==> config.mk <==
export PLATFORM = sky130hd
export DESIGN_NAME = icache_prefetch
export DESIGN_NICKNAME = d
export VERILOG_FILES = /design/src/icache/icache_prefetch.sv
export SDC_FILE = /design/constraint.sdc
export NUM_CORES = 1
export LEC_CHECK = 0
export BUFFER_PORTS_ARGS = -buffer_cell sky130_fd_sc_hd__buf_2
export CORE_ASPECT_RATIO = 0.8
export CORE_MARGIN = 5
export CORE_UTILIZATION = 54
export CTS_CLUSTER_SIZE = 10
export DETAILED_ROUTE_END_ITERATION = 10
export PLACE_DENSITY = 0.92
export SLEW_MARGIN = 20
export SYNTH_ARGS = -nofsm -noshare
export SYNTH_HDL_FRONTEND = slang
export SYNTH_SLANG_ARGS = --single-unit
==> constraint.sdc <==
create_clock -name clock -period 4.5 [get_ports clock]
set_clock_uncertainty 0.15 [all_clocks]
set_input_delay 0.225 -clock clock [delete_from_list [all_inputs] [get_ports clock]]
set_output_delay 0.225 -clock clock [all_outputs]
set_load 0.01 [all_outputs]
==> src/icache/icache_prefetch.sv <==
module icache_prefetch #(
	parameter int MAX_OUTSTANDING = 8
) (
	input logic clock,
	input logic reset,
	input logic redirect,
	input logic [63:0] redirect_addr,
	input logic pf_advance,
	input logic credit_avail,
	output logic pf_req,
	output logic [63:0] pf_addr
);

	localparam int AHEAD_BITS = $clog2(MAX_OUTSTANDING + 1);

	// blocks stepped over since the last redirect
	logic [AHEAD_BITS-1:0] ahead;

	// stop once the pointer is a full credit window past the target
	assign pf_req = (ahead != AHEAD_BITS'(MAX_OUTSTANDING));

	always_ff @(posedge clock) begin
		if (reset) begin
			pf_addr <= '0;
			ahead <= '0;
		end else if (redirect) begin
			// restart the stream at the mispredict target
			pf_addr <= redirect_addr;
			ahead <= '0;
		end else if (pf_advance && credit_avail && pf_req) begin
			pf_addr <= pf_addr + 64'd8;
			ahead <= ahead + 1'b1;
		end
	end

endmodule

==> summary.txt <==
Finish
  – Final core occ: between 70% and 80%
  – Area grow syn2layout: 32.6%
  – Share of layout cells above drive strength 1: 28.0%
  – Reg area: 0.00136 sq mm
  – Nets: between 600 and 700
  – # diodes: 0
  – Post-route design area: roughly 0.0051 sq mm
  – Footprint of the multi-input gates: approximately 0.0023 sq mm
  – Fillers: between 500 and 600

GRT
  – Largest net degree at the start of global routing: around 70
  – Antenna violations before repair: 0
  – Total grt overflow: 0
  – Vias in the first global route: ~4000
  – First-pass GRT wire length: 19500 um
  – Total track usage: a little over a quarter

Timing
  – Slew Viols, Final: 0
  – Worst Hold Slack: between 0.01 and 0.015 ns
  – Slew HR: approximately two fifths
  – Max Freq: between 300 and 400 MHz
  – Setup tns final: 0 ns
  – RSZ-0062 raised after global routing: no
  – Fin. Hold Viols: 0
  – Final setup viols: 0
  – Fin crit period: between 2 and 3 ns
  – Final period utilization: ~64%
  – Slew @ Worst Pin: ~0.90 ns

Yosys
  – Number of synthesis warnings: 0
  – Gate Count Post-Synth: approximately 460
  – Post-synth EDFFs: 0
  – Flops & latches, synth: just under 70
  – Ys flop type: dfxtp_1
  – Syn Nets: roughly 530
  – Area of the mapped netlist: 0.00383 sq mm
  – Fraction of registers with async set/reset: 0%
  – Top cell type's share of synthesized area: 35.5%
  – Synth cell types: between 40 and 50
  – Seq/Total Area, Yosys: a little over a third
  – Cell taking the most area after synthesis: dfxtp_1
  – Top cells by area, synth: dfxtp_1 (36%), xnor2_1 (10%), a211oi_1 (5.5%)
  – Top-count cell post-synth: dfxtp_1
  – Syn Area/Cell: around 8.4 sq um
  – Synth cell count leaders: dfxtp_1 (68), nor2_1 (55), nand2_1 (45), xnor2_1 (45), a211oi_1 (28)

Worst setup path
  – Crit start category: flip-flop
  – FF-to-FF Start: pf_addr[5]
  – CP Capture Type: flip-flop
  – Critical Path Slowest Stage Cell: and4_1
  – Crit. Startpoint: pf_addr[5]
  – Crit path largest cell delay: ~0.81 ns
  – Crit path cell chain: and4_1 > and4_1 > nand4_2 > nor3_1 > mux2i_1 > a211oi_1
  – Crit-path most repeated cell: and4_1
  – CP max FO: 19
  – Crit Path Class: flip-flop to flip-flop
  – WP data required: about 4.5 ns
  – Arr. time, crit path: slightly below 3 ns

Detailed routing
  – Via count: approximately 4100
  – DRT Pass-1 Iters: 5
  – Via density: just under 6
  – Final wirelength: ~12000 um
  – DRC: 0
  – Antenna Violating Nets Remaining: 0
  – WL/cell: 16.8 um
  – Initial DRC Count: approximately 250

Die
  – FP Rows: 27
  – Die ar.: approximately 0.009 sq mm
  – Die height: between 80 and 90 um
  – Core area: ~0.0069 sq mm
  – IO Pins: 134
  – Initial Utilization: 55.6%
  – Die width: between 100 and 150 um

CTS
  – Worst-path clk slew: about 0.080 ns
  – CTS Buf Count: 9
  – H-tree depth: 3
  – CTS tree: built
  – Clock Tree Buf Depth: 2
  – TritonCTS sink count: just under 70
  – Worst skew pair latency: 0.35 ns
  – Root Driver: clkbuf_8
  – Post-CTS Setup Bufs: 0

Worst hold path
  – Worst Hold Class: primary input to flip-flop
  – Hold Startpoint: redirect_addr[57]

Placement
  – Placed inst area: between 0.004 and 0.005 sq mm
  – HPWL Detailed: 7910 um
  – GPL Wtd Cong: about 0.84
  – IO buf count: roughly 130

Power
  – Total Power: 1440 uW
  – Maximum ir drop on the vdd rail: 0.189 mV
  – Pwr/cell area: between 200 and 300 mW/mm^2
  – Leak: ~0.0021 uW

Job
  – Max cap viols: 0

Status
  – Status: completed
[cell type report]
type,count,area share [%]
tap,87,2.14
clock inverter,4,0.936
multi-input combinational,349,45.4
inverter,8,0.591
timing repair buffer,174,21.1
clock buffer,12,3.05
sequential,68,26.8
[cell families after synthesis]
kind of cell | synth area share [%]
compound gates | 12.5
xor+xnor | 12.6
fa+ha+maj | 0.980
buf+inv | 4.31
flops | 35.5
mux | 2.87
simple gates | 31.2
[metrics by stage]
step	cells	worst slack [ns]
floorplan	455	2.37
global placement	647	1.88
detailed placement	647	1.69
CTS	702	1.66
global route	702	1.43
finish	702	1.61
[worst max-delay path, delay by kind of cell (launching register included)]
family,cells,cell delay [ns]
AOI/OAI and AO/OA,1,0.10
and+or+nand+nor,4,1.77
DFF,1,0.45
muxes,1,0.25
[sequential cells by signal, indices dropped and copies added (netlist names)]
signal,flops
ahead,4
pf_addr,64
[layer usage]
layer / track usage [%] / wire (um) / up-vias
met5: 0 / 0 / -
met4: 9.88 / 228 / 0
met3: 7.83 / 1050 / 26
met2: 44.3 / 5630 / 205
met1: 31.3 / 4860 / 1893
li1: - / - / 1948
[placed cells by master (no fill, tap or decap), drive strengths merged]
cell type and count:
buf 135, dfxtp 68, nor2 56, nand2 45
xnor2 45, dlygate4sd3 39, a211oi 30, nand4 29
a21oi 19, nor3 19, nand3 14, clkbuf 12
mux2i 11, and4 11, xor2 10, or3 9
nor4 9, o21ai 8, inv 8, a311oi 7
and2 7, and3 6, o21bai 5, ha 3
nand4b 2, clkinv 2, nand3b 1, or2 1
a311o 1, or4 1, clkinvlp 1, bufinv 1
[timing repair]
action / CTS / global route
resized for setup: 0 / 0
hold buffers: 39 / 0
hold endpoints to repair: 39 / 0
[final timing paths]
path	to	slack, ns	depth (start not counted)
max reg2reg	pf_addr[58]	1.61	6
max	pf_addr[58]	1.61	6
min	pf_addr[57]	0.01	3
min reg2reg	pf_addr[0]	0.37	2
[power breakdown]
group / internal [uW] / switching, uW
sequential: 640 / 50.7
combinational: 115 / 113
clock: 285 / 236
total: 1040 / 400
No activity file was read; power rests on OpenSTA's default activity.
