===== src/common/icache_pkg.sv =====
package icache_pkg;

	// direct mapped, one 64-bit word per block
	localparam int ICACHE_LINES = 32;
	localparam int INDEX_BITS = 5;
	localparam int OFFSET_BITS = 3;
	localparam int TAG_BITS = 56;

	// a fetch address seen as a raw word or split into its cache fields
	typedef union packed {
		logic [63:0] word;
		struct packed {
			logic [TAG_BITS-1:0] tag;
			logic [INDEX_BITS-1:0] index;
			// byte within the 8-byte block
			logic [OFFSET_BITS-1:0] offset;
		} fields;
	} fetch_addr_u;

endpackage


===== src/common/mem_bus_pkg.sv =====
package mem_bus_pkg;

	// transaction tag returned by memory, zero means no transaction
	localparam int MEM_TAG_BITS = 4;

	// command driven by the cache toward memory
	typedef enum logic [1:0] {
		BUS_NONE = 2'b00,
		BUS_LOAD = 2'b01
	} bus_command_e;

endpackage


===== src/icache/icache_lookup.sv =====
module icache_lookup import icache_pkg::*, mem_bus_pkg::*; (
	input logic clock,
	input logic reset,
	input logic fetch_req,
	input logic [63:0] fetch_addr,
	output logic fetch_valid,
	output logic [63:0] fetch_data,
	input logic pf_req,
	input logic [63:0] pf_addr,
	output logic pf_advance,
	output logic [INDEX_BITS-1:0] lookup_index,
	output logic [INDEX_BITS-1:0] pf_index,
	input logic line_valid,
	input logic [TAG_BITS-1:0] line_tag,
	input logic [63:0] line_data,
	input logic pf_line_valid,
	input logic [TAG_BITS-1:0] pf_line_tag,
	input logic pending_hit,
	input logic pf_pending_hit,
	input logic credit_avail,
	output logic issue_fire,
	output logic [63:0] issue_addr,
	output bus_command_e mem_command,
	output logic [63:0] mem_addr
);

	localparam int SETTLE_CYCLES = 8;

	fetch_addr_u demand;
	fetch_addr_u prefetch;
	fetch_addr_u demand_block;
	fetch_addr_u pf_block;
	logic [3:0] settle;
	logic ready;
	logic demand_hit;
	logic demand_miss;
	logic demand_issue;
	logic pf_present;
	logic pf_issue;

	assign demand.word = fetch_addr;
	assign prefetch.word = pf_addr;
	assign lookup_index = demand.fields.index;
	assign pf_index = prefetch.fields.index;

	// keep the bus quiet for a few cycles after reset
	assign ready = (settle == 4'(SETTLE_CYCLES));

	always_ff @(posedge clock) begin
		if (reset) begin
			settle <= '0;
		end else if (!ready) begin
			settle <= settle + 1'b1;
		end
	end

	assign demand_hit = fetch_req && line_valid && (line_tag == demand.fields.tag);
	// a miss whose block is already in flight only waits for the fill
	assign demand_miss = fetch_req && !demand_hit && !pending_hit;
	assign demand_issue = ready && demand_miss && credit_avail;

	assign pf_present = (pf_line_valid && (pf_line_tag == prefetch.fields.tag)) ||
		pf_pending_hit;
	// prefetch only gets the slot when demand has no load to send
	assign pf_issue = ready && pf_req && !pf_present && !demand_miss && credit_avail;
	assign pf_advance = ready && pf_req && (pf_present || pf_issue);

	// loads always ask for the whole block
	always_comb begin
		demand_block = demand;
		demand_block.fields.offset = '0;
		pf_block = prefetch;
		pf_block.fields.offset = '0;
	end

	assign issue_fire = demand_issue || pf_issue;
	assign issue_addr = demand_issue ? demand_block.word : pf_block.word;
	assign mem_command = issue_fire ? BUS_LOAD : BUS_NONE;
	assign mem_addr = issue_addr;

	always_ff @(posedge clock) begin
		if (reset) begin
			fetch_valid <= 1'b0;
		end else begin
			fetch_valid <= demand_hit;
		end
	end

	always_ff @(posedge clock) begin
		if (demand_hit) begin
			fetch_data <= line_data;
		end
	end

endmodule


===== config.mk =====
export PLATFORM = sky130hd
export DESIGN_NAME = icache_lookup
export DESIGN_NICKNAME = d
export VERILOG_FILES = /design/src/common/icache_pkg.sv /design/src/common/mem_bus_pkg.sv /design/src/icache/icache_lookup.sv
export SDC_FILE = /design/constraint.sdc
export NUM_CORES = 1
export LEC_CHECK = 0
export BUFFER_PORTS_ARGS = -buffer_cell sky130_fd_sc_hd__buf_2
export CAP_MARGIN = 10
export CORE_AREA = 2 2 199 201
export CTS_BUF_LIST = sky130_fd_sc_hd__clkbuf_16
export DETAILED_ROUTE_END_ITERATION = 7
export DIE_AREA = 0 0 201 203
export GPL_TIMING_DRIVEN = 0
export SLEW_MARGIN = 20
export SYNTH_ARGS = -nofsm -noshare
export SYNTH_HDL_FRONTEND = slang
export SYNTH_SLANG_ARGS = --single-unit

===== constraint.sdc =====
create_clock -name clock -period 6.4 [get_ports clock]
set_input_delay 0.96 -clock clock [delete_from_list [all_inputs] [get_ports clock]]
set_output_delay 0.96 -clock clock [all_outputs]
set_load 0.02 [all_outputs]

==> summary.md, run 1 <==
| Metric | Value |
|---|---|
| Status | `finished, final reports clean` |
| Most common cell after layout, fill and taps aside | `buf_2` |
| # DRC | `0` |
| WL met2 | `between 10000 and 15000 um` |
| Max transition margin | `41.4%` |
| Total CTS buffers | `9` |
| Initial core utilization | `between 10% and 20%` |
| Critical path arrival | `4.51 ns` |
| Core Footprint | `38500 um^2` |
| Detail Route met3 WL | `1700 um` |
| Post-Route Skew | `0.000365 ns` |
| # rows | `72` |
| Initial DRT Pass Iterations | `4` |
| H-tree levels | `3` |
| Post-route insts no fill | `1469` |
| Final ANT Viol Nets | `0` |
| Synth Cell Area | `5060 um^2` |
| Fraction of registers with async set or reset after synthesis | `0%` |
| Max cap viols | `0` |
| P&R area growth vs syn | `70.7%` |
| Clk root buf | `clkbuf_16` |
| # resized after CTS | `0` |
| Worst slew pin tran | `0.871 ns` |
| Crit start category | `primary input` |
| Hold-fix buffers, CTS | `0` |
| Leak | `between 4 and 5 nW` |
| NumNets Final | `between 1k and 1.5k` |
| Yosys top cell area share | `38.0%` |
| WL per Instance | `18.5 um` |
| GRT Util Overall | `12.4%` |
| Drt total wl | `27200 um` |
| Final setup viols | `0` |
| Post-synth EDFFs | `64` |
| Unique masters post-synth | `35` |
| # placed instances | `1452` |
| Placed Area | `8330 um^2` |
| First-pass GRT wire length | `35500 um` |
| CTS sink count | `69` |
| Seq/Total Area, Yosys | `between 30% and 40%` |
| Routability cong. | `0.890` |
| FF-to-FF setup slack | `5.05 ns` |
| DP Wirelength | `24200 um` |
| Slew Limit Fails | `0` |
| Slowest cell on crit path | `nor4_1` |
| Uppermost routed layer | `met4` |
| Largest stage delay, worst path | `roughly 0.57 ns` |
| Most frequent cells in the layout | `buf_2, buf_4, edfxtp_1` |
| Design area | `8630 um^2` |
| DRT iter0 DRCs | `roughly 190` |
| Die ar. | `between 40000 and 50000 um^2` |
| Share of layout cells above drive strength 1 | `71.2%` |
| PwrDens | `about 160 nW/um^2` |
| Most used flip-flop cell after synthesis | `edfxtp_1` |
| Hold Vio Cnt, Final | `0` |
| VDD IR max | `0.0911 mV` |
| Area leader, netlist | `edfxtp_1` |
| Mean area per synthesized cell | `12.2 um^2` |
| CTS clk-pin slew, worst paths | `0.05 ns` |
| Crit share post-route | `between 80 and 90%` |
| Worst path buffer plus inverter count | `5` |
| Clock tree buffer depth | `2` |
| Worst path cell trace | `buf_2 -> xnor2_1 -> nand4_1 -> nor4_1 -> nand4_1 -> nor4_4 -> buf_6 -> nor3_4 -> buf_6 -> mux2_4 -> buf_4 -> buf_2` |
| Area contributors post-synth | `edfxtp_1, mux2_4, buf_4, xor2_1, xnor2_1` |
| Post-DR vias/cell | `3.54` |
| Minimum clock period | `5.47 ns` |
| Synth warn | `0` |
| Syn Inst Count | `416` |
| Vias | `about 5.2k` |
| Ports | `520` |
| Worst skew pair latency | `0.32 ns` |
| Min-Delay Path Class | `register to register` |
| Initial antenna violation count | `2` |
| Highest Clock Rate | `183 MHz` |
| Total negative slack | `0 ns` |
| Critical path fanouts, max | `12` |
| Routed metal-1 wirelength | `~12000 um` |
| Worst path required time | `between 5 and 6 ns` |
| Chip width | `about 200 um` |
| Vias in the first global route | `5145` |
| Flops & latches, synth | `69` |
| CTS tree | `yes` |
| GRT Residual Overflow | `0` |
| RSZ-0062 raised after global routing | `no` |
| IO buf count | `506` |
| Largest net degree at the start of global routing | `14` |
| Setup crit end kind | `output port` |
| Crit Path Class | `primary input to output port` |
| Chip Height | `between 200 and 250 um` |
| Post-CTS Setup Bufs | `0` |
| Delay-heaviest family, CP | `simple AND/OR/NAND/NOR gates` |
[synth_stat cells (2+ instances only)]
library cell and instances:
o21ai_0 2, buf_4 79, a22o_1 2, ha_1 2, o22ai_1 8, xnor2_1 31, mux2_4 58, a221oi_1 7
nand2_1 4, buf_6 6, o2bb2ai_1 5, mux2i_1 2, a21oi_1 2, mux2_2 2, dfxtp_1 5, edfxtp_1 64
nor4_1 17, inv_1 29, xor2_1 59, nand4_1 11, nor2_1 3, nor3_1 3, nand3_1 3
[worst paths after layout]
path / startpoint / endpoint / cells after the start
worst max-delay path: line_tag[28] / mem_addr[21] / 12
worst min-delay path: settle[3] / settle[3] / 2
worst max register to register: settle[0] / settle[1] / 6
worst min register to register: settle[3] / settle[3] / 2
[layout make-up]
cell class	count	area, um^2
inverters	29	109
flip-flops and latches	69	2020
clock inverters	7	73.8
repair buffers	512	2600
fillers	4242	29800
diodes	1	2.50
clock buffers	9	225
plain buffers	86	664
well taps	518	648
multi-input cells	238	2280
[metrics by stage]
step	hold WS [ns]	power, mW	utilization (%)	setup WS (ns)
2_1_floorplan	0.472	0.702	-	0.317
3_3_place_gp	0.487	0.907	21.5	-2.06
3_5_place_dp	0.516	0.911	21.6	0.837
4_1_cts	0.530	1.41	22.4	0.836
5_1_grt	0.554	1.45	22.4	0.837
6_report	0.527	1.39	22.4	0.926
[worst register-to-register path: cells and delay by family (launching register included)]
kind	cells	cell delay, ns
fa+ha+maj	1	0.15
buf+inv	2	0.34
simple gates	2	0.20
flops	1	0.32
mux	1	0.23
[report_power, final]
group          leakage (nW)  switching [mW]  total, mW  internal (mW)
Combinational          3.48           0.214      0.405          0.191
Clock                 0.146           0.186      0.489          0.303
Sequential            0.616         0.00168      0.496          0.494
[routing by layer]
| layer | vias up | track usage [%] |
|---|---|---|
| met3 | 20 | 2.12 |
| met4 | 0 | 2.57 |
| met1 | 2408 | 16.0 |
| met5 | - | 0 |
| li1 | 2466 | - |
| met2 | 300 | 21.6 |
[sequential cells by signal, summed over array words and instances, names as in the netlist]
register,cells
fetch_valid,1
settle,4
fetch_data,64
[kinds of logic after synthesis]
kind of cell	share of synthesized area (%)
compound gates	4.53
flops	40.0
xor+xnor	15.6
mux	18.1
buf+inv	15.3
fa+ha+maj	0.495
other cells	0.0742
simple gates	5.96
Note: power is estimated with default switching activity, not from simulation.
==> run 2, diff against run 1 <==
Settings changed: CORE_AREA 2 2 199 201 to 2 2 203 205, DIE_AREA 0 0 201 203 to 0 0 205 207.
Clock period 6.4 ns to 6.45 ns, I/O delays scaled along.
==> run 2 against run 1 <==
Against the previous run:
- die area is 4.0% higher
- wire length is 0.71% higher
- flip-flop and latch count stayed put
- critical path type unchanged
- critical endpoint is now mem_addr[12]
- largest power group unchanged
- highest routed layer unchanged
==> summary.md, run 2 (same netlist as run 1, synthesis figures left out) <==
| Metric | Value |
|---|---|
| Status | `finished, final reports clean (unchanged)` |
| Worst path cell trace | `buf_2 -> xnor2_1 -> nand3_1 -> nor4_1 -> nand4_1 -> nor4_4 -> buf_8 -> buf_6 -> nor3_4 -> buf_6 -> mux2_4 -> buf_4 -> buf_2 (was buf_2 -> xnor2_1 -> nand4_1 -> nor4_1 -> nand4_1 -> nor4_4 -> buf_6 -> nor3_4 -> buf_6 -> mux2_4 -> buf_4 -> buf_2)` |
| GRT Residual Overflow | `0 (unchanged)` |
| Crit share post-route | `87.4%` |
| Drt total wl | `27400 um (was 27200 um)` |
| Worst Hold End | `settle[3] (unchanged)` |
| Final ANT Viol Nets | `0 (unchanged)` |
| Minimum clock period | `about 5.6 ns` |
| # resized after CTS | `0 (unchanged)` |
| Total negative slack | `0 ns (unchanged)` |
| Total power | `1.37 mW (was 1.39 mW)` |
| R2R cell count | `6 (unchanged)` |
| Crit Path Class | `primary input to output port (unchanged)` |
| Largest stage delay, worst path | `0.57 ns (about the same)` |
| First-pass GRT wire length | `35900 um (was 35500 um)` |
| Ports | `520 (unchanged)` |
| Worst path buffer plus inverter count | `6 (was 5)` |
| FF-to-FF setup slack | `5.13 ns (was 5.05 ns)` |
| Total CTS buffers | `9 (unchanged)` |
| Footprint of the multi-input gates | `2280 um^2 (unchanged)` |
| Leak | `4.25 nW (was 4.24 nW)` |
| Register area | `2020 um^2 (unchanged)` |
| CTS tree | `yes (unchanged)` |
| Max transition margin | `50.8% (was 41.4%)` |
| NumNets Final | `1260 (unchanged)` |
| IO buf count | `506 (unchanged)` |
| GRT Util Overall | `12.0% (was 12.4%)` |
| CTS clk-pin slew, worst paths | `0.06 ns (was 0.05 ns)` |
| Clk root buf | `clkbuf_16 (unchanged)` |
| Vias in the first global route | `5223 (was 5145)` |
| Most common cell after layout, fill and taps aside | `buf_2 (unchanged)` |
| Slew Limit Fails | `0 (unchanged)` |
| Delay-heaviest family, CP | `simple AND/OR/NAND/NOR gates (unchanged)` |
| Hold Vio Cnt, Final | `0 (unchanged)` |
| Clock tree buffer depth | `2 (unchanged)` |
| Hold-fix buffers, CTS | `0 (unchanged)` |
| Worst slew pin tran | `0.732 ns (was 0.871 ns)` |
| Highest Clock Rate | `roughly 180 MHz` |
| Post-Route Skew | `0.000570 ns (was 0.000365 ns)` |
| Largest regs | `fetch_data (64), settle (4), fetch_valid (1) (unchanged)` |
| DRT iter0 DRCs | `158 (was 192)` |
| Setup crit end kind | `output port (unchanged)` |
| VDD IR max | `0.128 mV (was 0.0911 mV)` |
| Critical path fanouts, max | `11 (was 12)` |
| # DRC | `0 (unchanged)` |
| Most frequent cells in the layout | `buf_2, buf_4, edfxtp_1 (unchanged)` |
| RSZ-0062 raised after global routing | `no (unchanged)` |
| Core Footprint | `40400 um^2 (was 38500 um^2)` |
| # rows | `74 (was 72)` |
| Worst skew pair latency | `0.33 ns (was 0.32 ns)` |
| Crit start category | `primary input (unchanged)` |
| Reg-to-Reg Start | `settle[0] (unchanged)` |
| Vias | `5227 (was 5194)` |
| Worst hold path startpoint | `settle[3] (unchanged)` |
| R2R Path End | `settle[1] (unchanged)` |
| PwrDens | `158 nW/um^2 (was 161 nW/um^2)` |
| Initial antenna violation count | `2 (unchanged)` |
| Initial DRT Pass Iterations | `5 (was 4)` |
| Initial core utilization | `12.5% (was 13.1%)` |
| Worst path required time | `5.48 ns (was 5.44 ns)` |
| Critical path arrival | `4.67 ns (was 4.51 ns)` |
| Chip width | `205 um (was 201 um)` |
| Routability cong. | `0.936 (was 0.890)` |
| Max reg flops | `64 (unchanged)` |
| Fillers | `4537 (was 4242)` |
| Largest net degree at the start of global routing | `15 (was 14)` |
| Die ar. | `42400 um^2 (was 40800 um^2)` |
| DP Wirelength | `24400 um (was 24200 um)` |
| CTS sink count | `69 (unchanged)` |
| WHS Path Cells | `2 (unchanged)` |
| Final setup viols | `0 (unchanged)` |
| H-tree levels | `3 (unchanged)` |
| Slowest cell on crit path | `xnor2_1 (was nor4_1)` |
| Post-DR vias/cell | `3.52 (was 3.54)` |
| Share of layout cells above drive strength 1 | `70.9% (was 71.2%)` |
| Post-CTS Setup Bufs | `0 (unchanged)` |
| Chip Height | `207 um (was 203 um)` |
| WL per Instance | `18.5 um (about the same)` |
| Max cap viols | `0 (unchanged)` |
| Min-Delay Path Class | `register to register (unchanged)` |
| Largest register by flop count | `fetch_data (unchanged)` |
| P&R area growth vs syn | `70.8% (was 70.7%)` |
## run 2: layout make-up
class / count / share of cell area (%)
Antenna cell: 2 / 0.0580
Sequential cell: 69 / 23.4
Inverter: 29 / 1.26
Clock buffer: 9 / 2.61
Timing Repair Buffer: 512 / 30.1
Clock inverter: 7 / 0.710
Buffer: 86 / 7.69
Multi-Input combinational cell: 238 / 26.4
Tap cell: 532 / 7.71
## run 2: per-layer routing
layer	part of all wire (%)	up-vias	track usage (%)
li1	-	2461	-
met1	43	2447	15.3
met2	50	288	21.4
met3	5.7	31	1.67
met4	1.9	0	2.53
met5	0	-	0
## run 2: worst max path at each step
stage | start | endpoint | slack (ns) | cells past startpoint
2_1_floorplan | line_tag[38] | mem_addr[61] | 0.35 | 8
3_5_place_dp | line_tag[24] | mem_addr[12] | 0.62 | 13
6_report | line_tag[24] | mem_addr[12] | 0.81 | 13
5_1_grt | fetch_addr[32] | mem_addr[12] | 0.53 | 13
3_3_place_gp | line_tag[24] | mem_addr[59] | -2.31 | 11
4_1_cts | line_tag[24] | mem_addr[12] | 0.61 | 13
## run 2: report_power, final
group | internal (mW) | leakage (nW) | total (mW) | switching [mW]
clock | 0.295 | 0.152 | 0.477 | 0.182
sequential | 0.490 | 0.616 | 0.492 | 0.00166
combinational | 0.189 | 3.48 | 0.398 | 0.209
## run 2: metrics by stage
step	std cells	hold slack [ns]	setup slack (ns)	cell area, um^2	utilization [%]
after floorplan	422	0.472	0.352	5080	-
after global placement	1460	0.485	-2.31	8280	20.5
after detailed placement	1466	0.499	0.618	8340	20.7
after CTS	1482	0.520	0.611	8630	21.4
after global routing	1483	0.560	0.529	8630	21.4
final	1484	0.518	0.814	8640	21.4
## run 2: worst reg2reg max path: cells and delay by family, from the launching register on
kind,cells,cell delay [ns]
buf+inv,2,0.35
flops,1,0.32
mux,1,0.22
simple gates,2,0.19
fa+ha+maj,1,0.14
==> run 3, diff against run 2 <==
Settings changed: ABC_AREA set to 1, CORE_AREA 2 2 203 205 to 2 2 199 201, DIE_AREA 0 0 205 207 to 0 0 201 203.
==> run 3 against run 2 <==
Against the previous run:
- sequential share of layout area decreased by 1.9 points
- clock skew about the same
- sequential power hardly changed
- largest cell class unchanged
- largest power group unchanged
==> summary.md, run 3 <==
| Metric | Value |
|---|---|
| Largest net degree at the start of global routing | `61 (was 15)` |
| # DRC | `0 (unchanged)` |
| GRT Util Overall | `16.9% (was 12.0%)` |
| Vias | `7500 (was 5227)` |
| Initial DRT Pass Iterations | `4 (was 5)` |
| Hold-fix buffers, CTS | `0 (unchanged)` |
| Worst skew pair latency | `0.33 ns (about the same)` |
| Cell mode on critical path | `nand2_1` |
| Worst slew pin tran | `1.01 ns (was 0.732 ns)` |
| Unique masters post-synth | `24 (was 35)` |
| Crit share post-route | `66.9% (was 87.4%)` |
| Setup WS post-layout | `2.14 ns (was 0.814 ns)` |
| Post-synth EDFFs | `64 (unchanged)` |
| Synth cell count leaders | `nand2_1, inv_1, nor2_1 (was buf_4, edfxtp_1, xor2_1)` |
| Max cap viols | `0 (unchanged)` |
| Fraction of registers with async set or reset after synthesis | `0% (unchanged)` |
| Drt total wl | `36000 um (was 27400 um)` |
| RSZ-0062 raised after global routing | `no (unchanged)` |
| WL per Instance | `18.8 um (was 18.5 um)` |
| Mean area per synthesized cell | `6.76 um^2 (was 12.2 um^2)` |
| P&R area growth vs syn | `59.5% (was 70.8%)` |
| Flops & latches, synth | `69 (unchanged)` |
| H-tree levels | `3 (unchanged)` |
| CTS sink count | `69 (unchanged)` |
| Initial core utilization | `15.3% (was 12.5%)` |
| Largest regs | `fetch_data (64), settle (4), fetch_valid (1) (unchanged)` |
| Final setup viols | `0 (unchanged)` |
| Area contributors post-synth | `edfxtp_1, nand2_1, buf_4, inv_1, nand4_1 (was edfxtp_1, mux2_4, buf_4, xor2_1, xnor2_1)` |
| Worst path cell trace | `buf_2 -> inv_1 -> nand2_1 -> o21ai_0 -> nor2_1 -> nand2_1 -> nor2_1 -> nand2_1 -> nor2_2 -> nand2_2 -> buf_6 -> buf_8 -> nand4_1 -> nand2_1 -> buf_4 -> buf_2 (was buf_2 -> xnor2_1 -> nand3_1 -> nor4_1 -> nand4_1 -> nor4_4 -> buf_8 -> buf_6 -> nor3_4 -> buf_6 -> mux2_4 -> buf_4 -> buf_2)` |
| WP depth | `16 (was 13)` |
| Synth Area in Adders | `0.425% (was 0.495%)` |
| GRT Residual Overflow | `0 (unchanged)` |
| CTS tree | `yes (unchanged)` |
| Compound-Gate Fraction of Synth Area | `4.84% (was 4.53%)` |
| Most used flip-flop cell after synthesis | `edfxtp_1 (unchanged)` |
| Delay-heaviest family, CP | `simple AND/OR/NAND/NOR gates (unchanged)` |
| Total CTS buffers | `9 (unchanged)` |
| Highest Clock Rate | `232 MHz (was 177 MHz)` |
| Slew Limit Fails | `0 (unchanged)` |
| Synth warn | `0 (unchanged)` |
| Largest stage delay, worst path | `0.28 ns (was 0.57 ns)` |
| Area leader, netlist | `edfxtp_1 (unchanged)` |
| Core Footprint | `38500 um^2 (was 40400 um^2)` |
| First-pass GRT wire length | `48900 um (was 35900 um)` |
| Final ANT Viol Nets | `0 (unchanged)` |
| Post-Route Skew | `0.000816 ns (was 0.000570 ns)` |
| FF-to-FF setup slack | `5.15 ns (was 5.13 ns)` |
| Initial antenna violation count | `2 (unchanged)` |
| DP Wirelength | `32600 um (was 24400 um)` |
| Post-DR vias/cell | `3.91 (was 3.52)` |
| P_int | `923 uW (was 975 uW)` |
| # rows | `72 (was 74)` |
| Most frequent cells in the layout | `buf_2, nand2_1, inv_1 (was buf_2, buf_4, edfxtp_1)` |
| R2R Path End | `settle[0] (was settle[1])` |
| Clk root buf | `clkbuf_16 (unchanged)` |
| Worst Hold End | `settle[3] (unchanged)` |
| Chip Height | `203 um (was 207 um)` |
| Simple-gate share of the synthesized area | `34.0% (was 5.96%)` |
| Footprint of the multi-input gates | `2530 um^2 (was 2280 um^2)` |
| Slowest cell on crit path | `nor2_1 (was xnor2_1)` |
| Clock share of power | `31.5% (was 34.9%)` |
| Post-Place Worst Slack | `1.97 ns (was 0.618 ns)` |
| Hold Vio Cnt, Final | `0 (unchanged)` |
| CTS clk-pin slew, worst paths | `0.06 ns (about the same)` |
| DRT iter0 DRCs | `337 (was 158)` |
| XOR/XNOR Fraction of Synth Area | `3.12% (was 15.6%)` |
| Minimum clock period | `4.31 ns (was 5.64 ns)` |
| Crit start category | `primary input (unchanged)` |
| Post-synthesis mux area share | `0% (was 18.1%)` |
| Clock tree buffer depth | `2 (unchanged)` |
| Critical path arrival | `3.35 ns (was 4.67 ns)` |
| Reg-to-Reg Start | `settle[0] (unchanged)` |
| Most frequent cell after synthesis | `nand2_1 (was buf_4)` |
| WHS Path Cells | `2 (unchanged)` |
| Yosys top cell area share | `32.6% (was 38.0%)` |
| Sequential share of power | `36.4% (was 36.0%)` |
| Combinational power share | `32.1% (was 29.1%)` |
| PwrDens | `144 nW/um^2 (was 158 nW/um^2)` |
| Largest register by flop count | `fetch_data (unchanged)` |
| R2R cell count | `6 (unchanged)` |
| Setup crit end kind | `output port (unchanged)` |
| Most common cell after layout, fill and taps aside | `buf_2 (unchanged)` |
| Worst hold path startpoint | `settle[3] (unchanged)` |
| Fillers | `4351 (was 4537)` |
| Register area | `2020 um^2 (unchanged)` |
| NumNets Final | `1711 (was 1260)` |
| Die ar. | `40800 um^2 (was 42400 um^2)` |
| # diodes | `0 (was 2)` |
| Worst path required time | `5.48 ns (about the same)` |
| # resized after CTS | `0 (unchanged)` |
| Post-CTS Setup Bufs | `0 (unchanged)` |
| Worst path buffer plus inverter count | `6 (unchanged)` |
| Seq/Total Area, Yosys | `34.3% (was 40.0%)` |
| Max reg flops | `64 (unchanged)` |
| Synth Cell Area | `5890 um^2 (was 5060 um^2)` |
| Min-Delay Path Class | `register to register (unchanged)` |
| Syn Inst Count | `872 (was 416)` |
| Critical path fanouts, max | `10 (was 11)` |
| Chip width | `201 um (was 205 um)` |
| Max transition margin | `32.8% (was 50.8%)` |
| Largest family of logic cells by synthesized area | `simple AND/OR/NAND/NOR gates (was multiplexers)` |
| VDD IR max | `0.0807 mV (was 0.128 mV)` |
| Vias in the first global route | `7363 (was 5223)` |
| Share of layout cells above drive strength 1 | `45.3% (was 70.9%)` |
| Leak | `5.34 nW (was 4.25 nW)` |
| Crit Path Class | `primary input to output port (unchanged)` |
| Routability cong. | `0.925 (was 0.936)` |
| Status | `finished, final reports clean (unchanged)` |
| Switch share | `31.7% (was 28.7%)` |
| Ports | `520 (unchanged)` |
| Sw Pwr | `428 uW (was 392 uW)` |
| IO buf count | `506 (unchanged)` |
| Total negative slack | `0 ns (unchanged)` |
[run 3: logic make-up after synthesis]
family,after synthesis
xor gates and xnor gates,21
adders and majority gates,2
buffers and inverters,240
and+or+nand+nor,482
AOI/OAI and AO/OA,57
DFF,69
other,1
[run 3: power by group through the flow]
stage | Clock (mW) | Combinational, mW | Sequential (mW)
after global routing | 0.455 | 0.475 | 0.492
after detailed placement | 0 | 0.439 | 0.501
final | 0.425 | 0.434 | 0.492
after CTS | 0.439 | 0.441 | 0.492
after global placement | 0 | 0.436 | 0.501
after floorplan | 0 | 0.208 | 0.501
[run 3: layout make-up]
type | count | share of cell area, %
sequential | 69 | 21.5
inverter | 136 | 5.46
tap | 518 | 6.89
clock inverter | 7 | 0.452
timing repair buffer | 507 | 27.2
multi-input combinational | 569 | 26.9
buffer | 104 | 9.14
clock buffer | 9 | 2.40
[run 3: how the worst max path moves through the flow]
stage          slack [ns]           start              to
3_3_place_gp         1.55  fetch_addr[27]  fetch_data[58]
5_1_grt              1.90  fetch_addr[27]    mem_addr[51]
4_1_cts              1.97  fetch_addr[27]    mem_addr[51]
6_report             2.14  fetch_addr[27]    mem_addr[51]
3_5_place_dp         1.97  fetch_addr[27]    mem_addr[51]
2_1_floorplan        2.94    line_tag[45]   fetch_data[0]
[run 3: worst min-delay path, cell delays in order (launching register included)]
cell	delay, ns
dfxtp_1	0.31
inv_1	0.06
a21oi_1	0.05
[run 3: layer usage]
layer | GRT usage, % | share of wire (%) | vias to the layer above
met2 | 31.9 | 51 | 425
met4 | 8.76 | 5.0 | 2
met5 | 0 | 0.036 | -
li1 | - | - | 3685
met1 | 18.4 | 37 | 3333
met3 | 2.30 | 6.5 | 55
[run 3: metrics by stage]
stage	hold WS, ns	util, %	std cells	cell area (um^2)	power [mW]
global route	0.507	24.4	1919	9400	1.42
floorplan	0.439	-	878	5920	0.708
detailed placement	0.468	23.7	1903	9130	0.941
global placement	0.452	23.7	1902	9100	0.936
CTS	0.478	24.4	1919	9400	1.37
finish	0.470	24.4	1919	9400	1.35
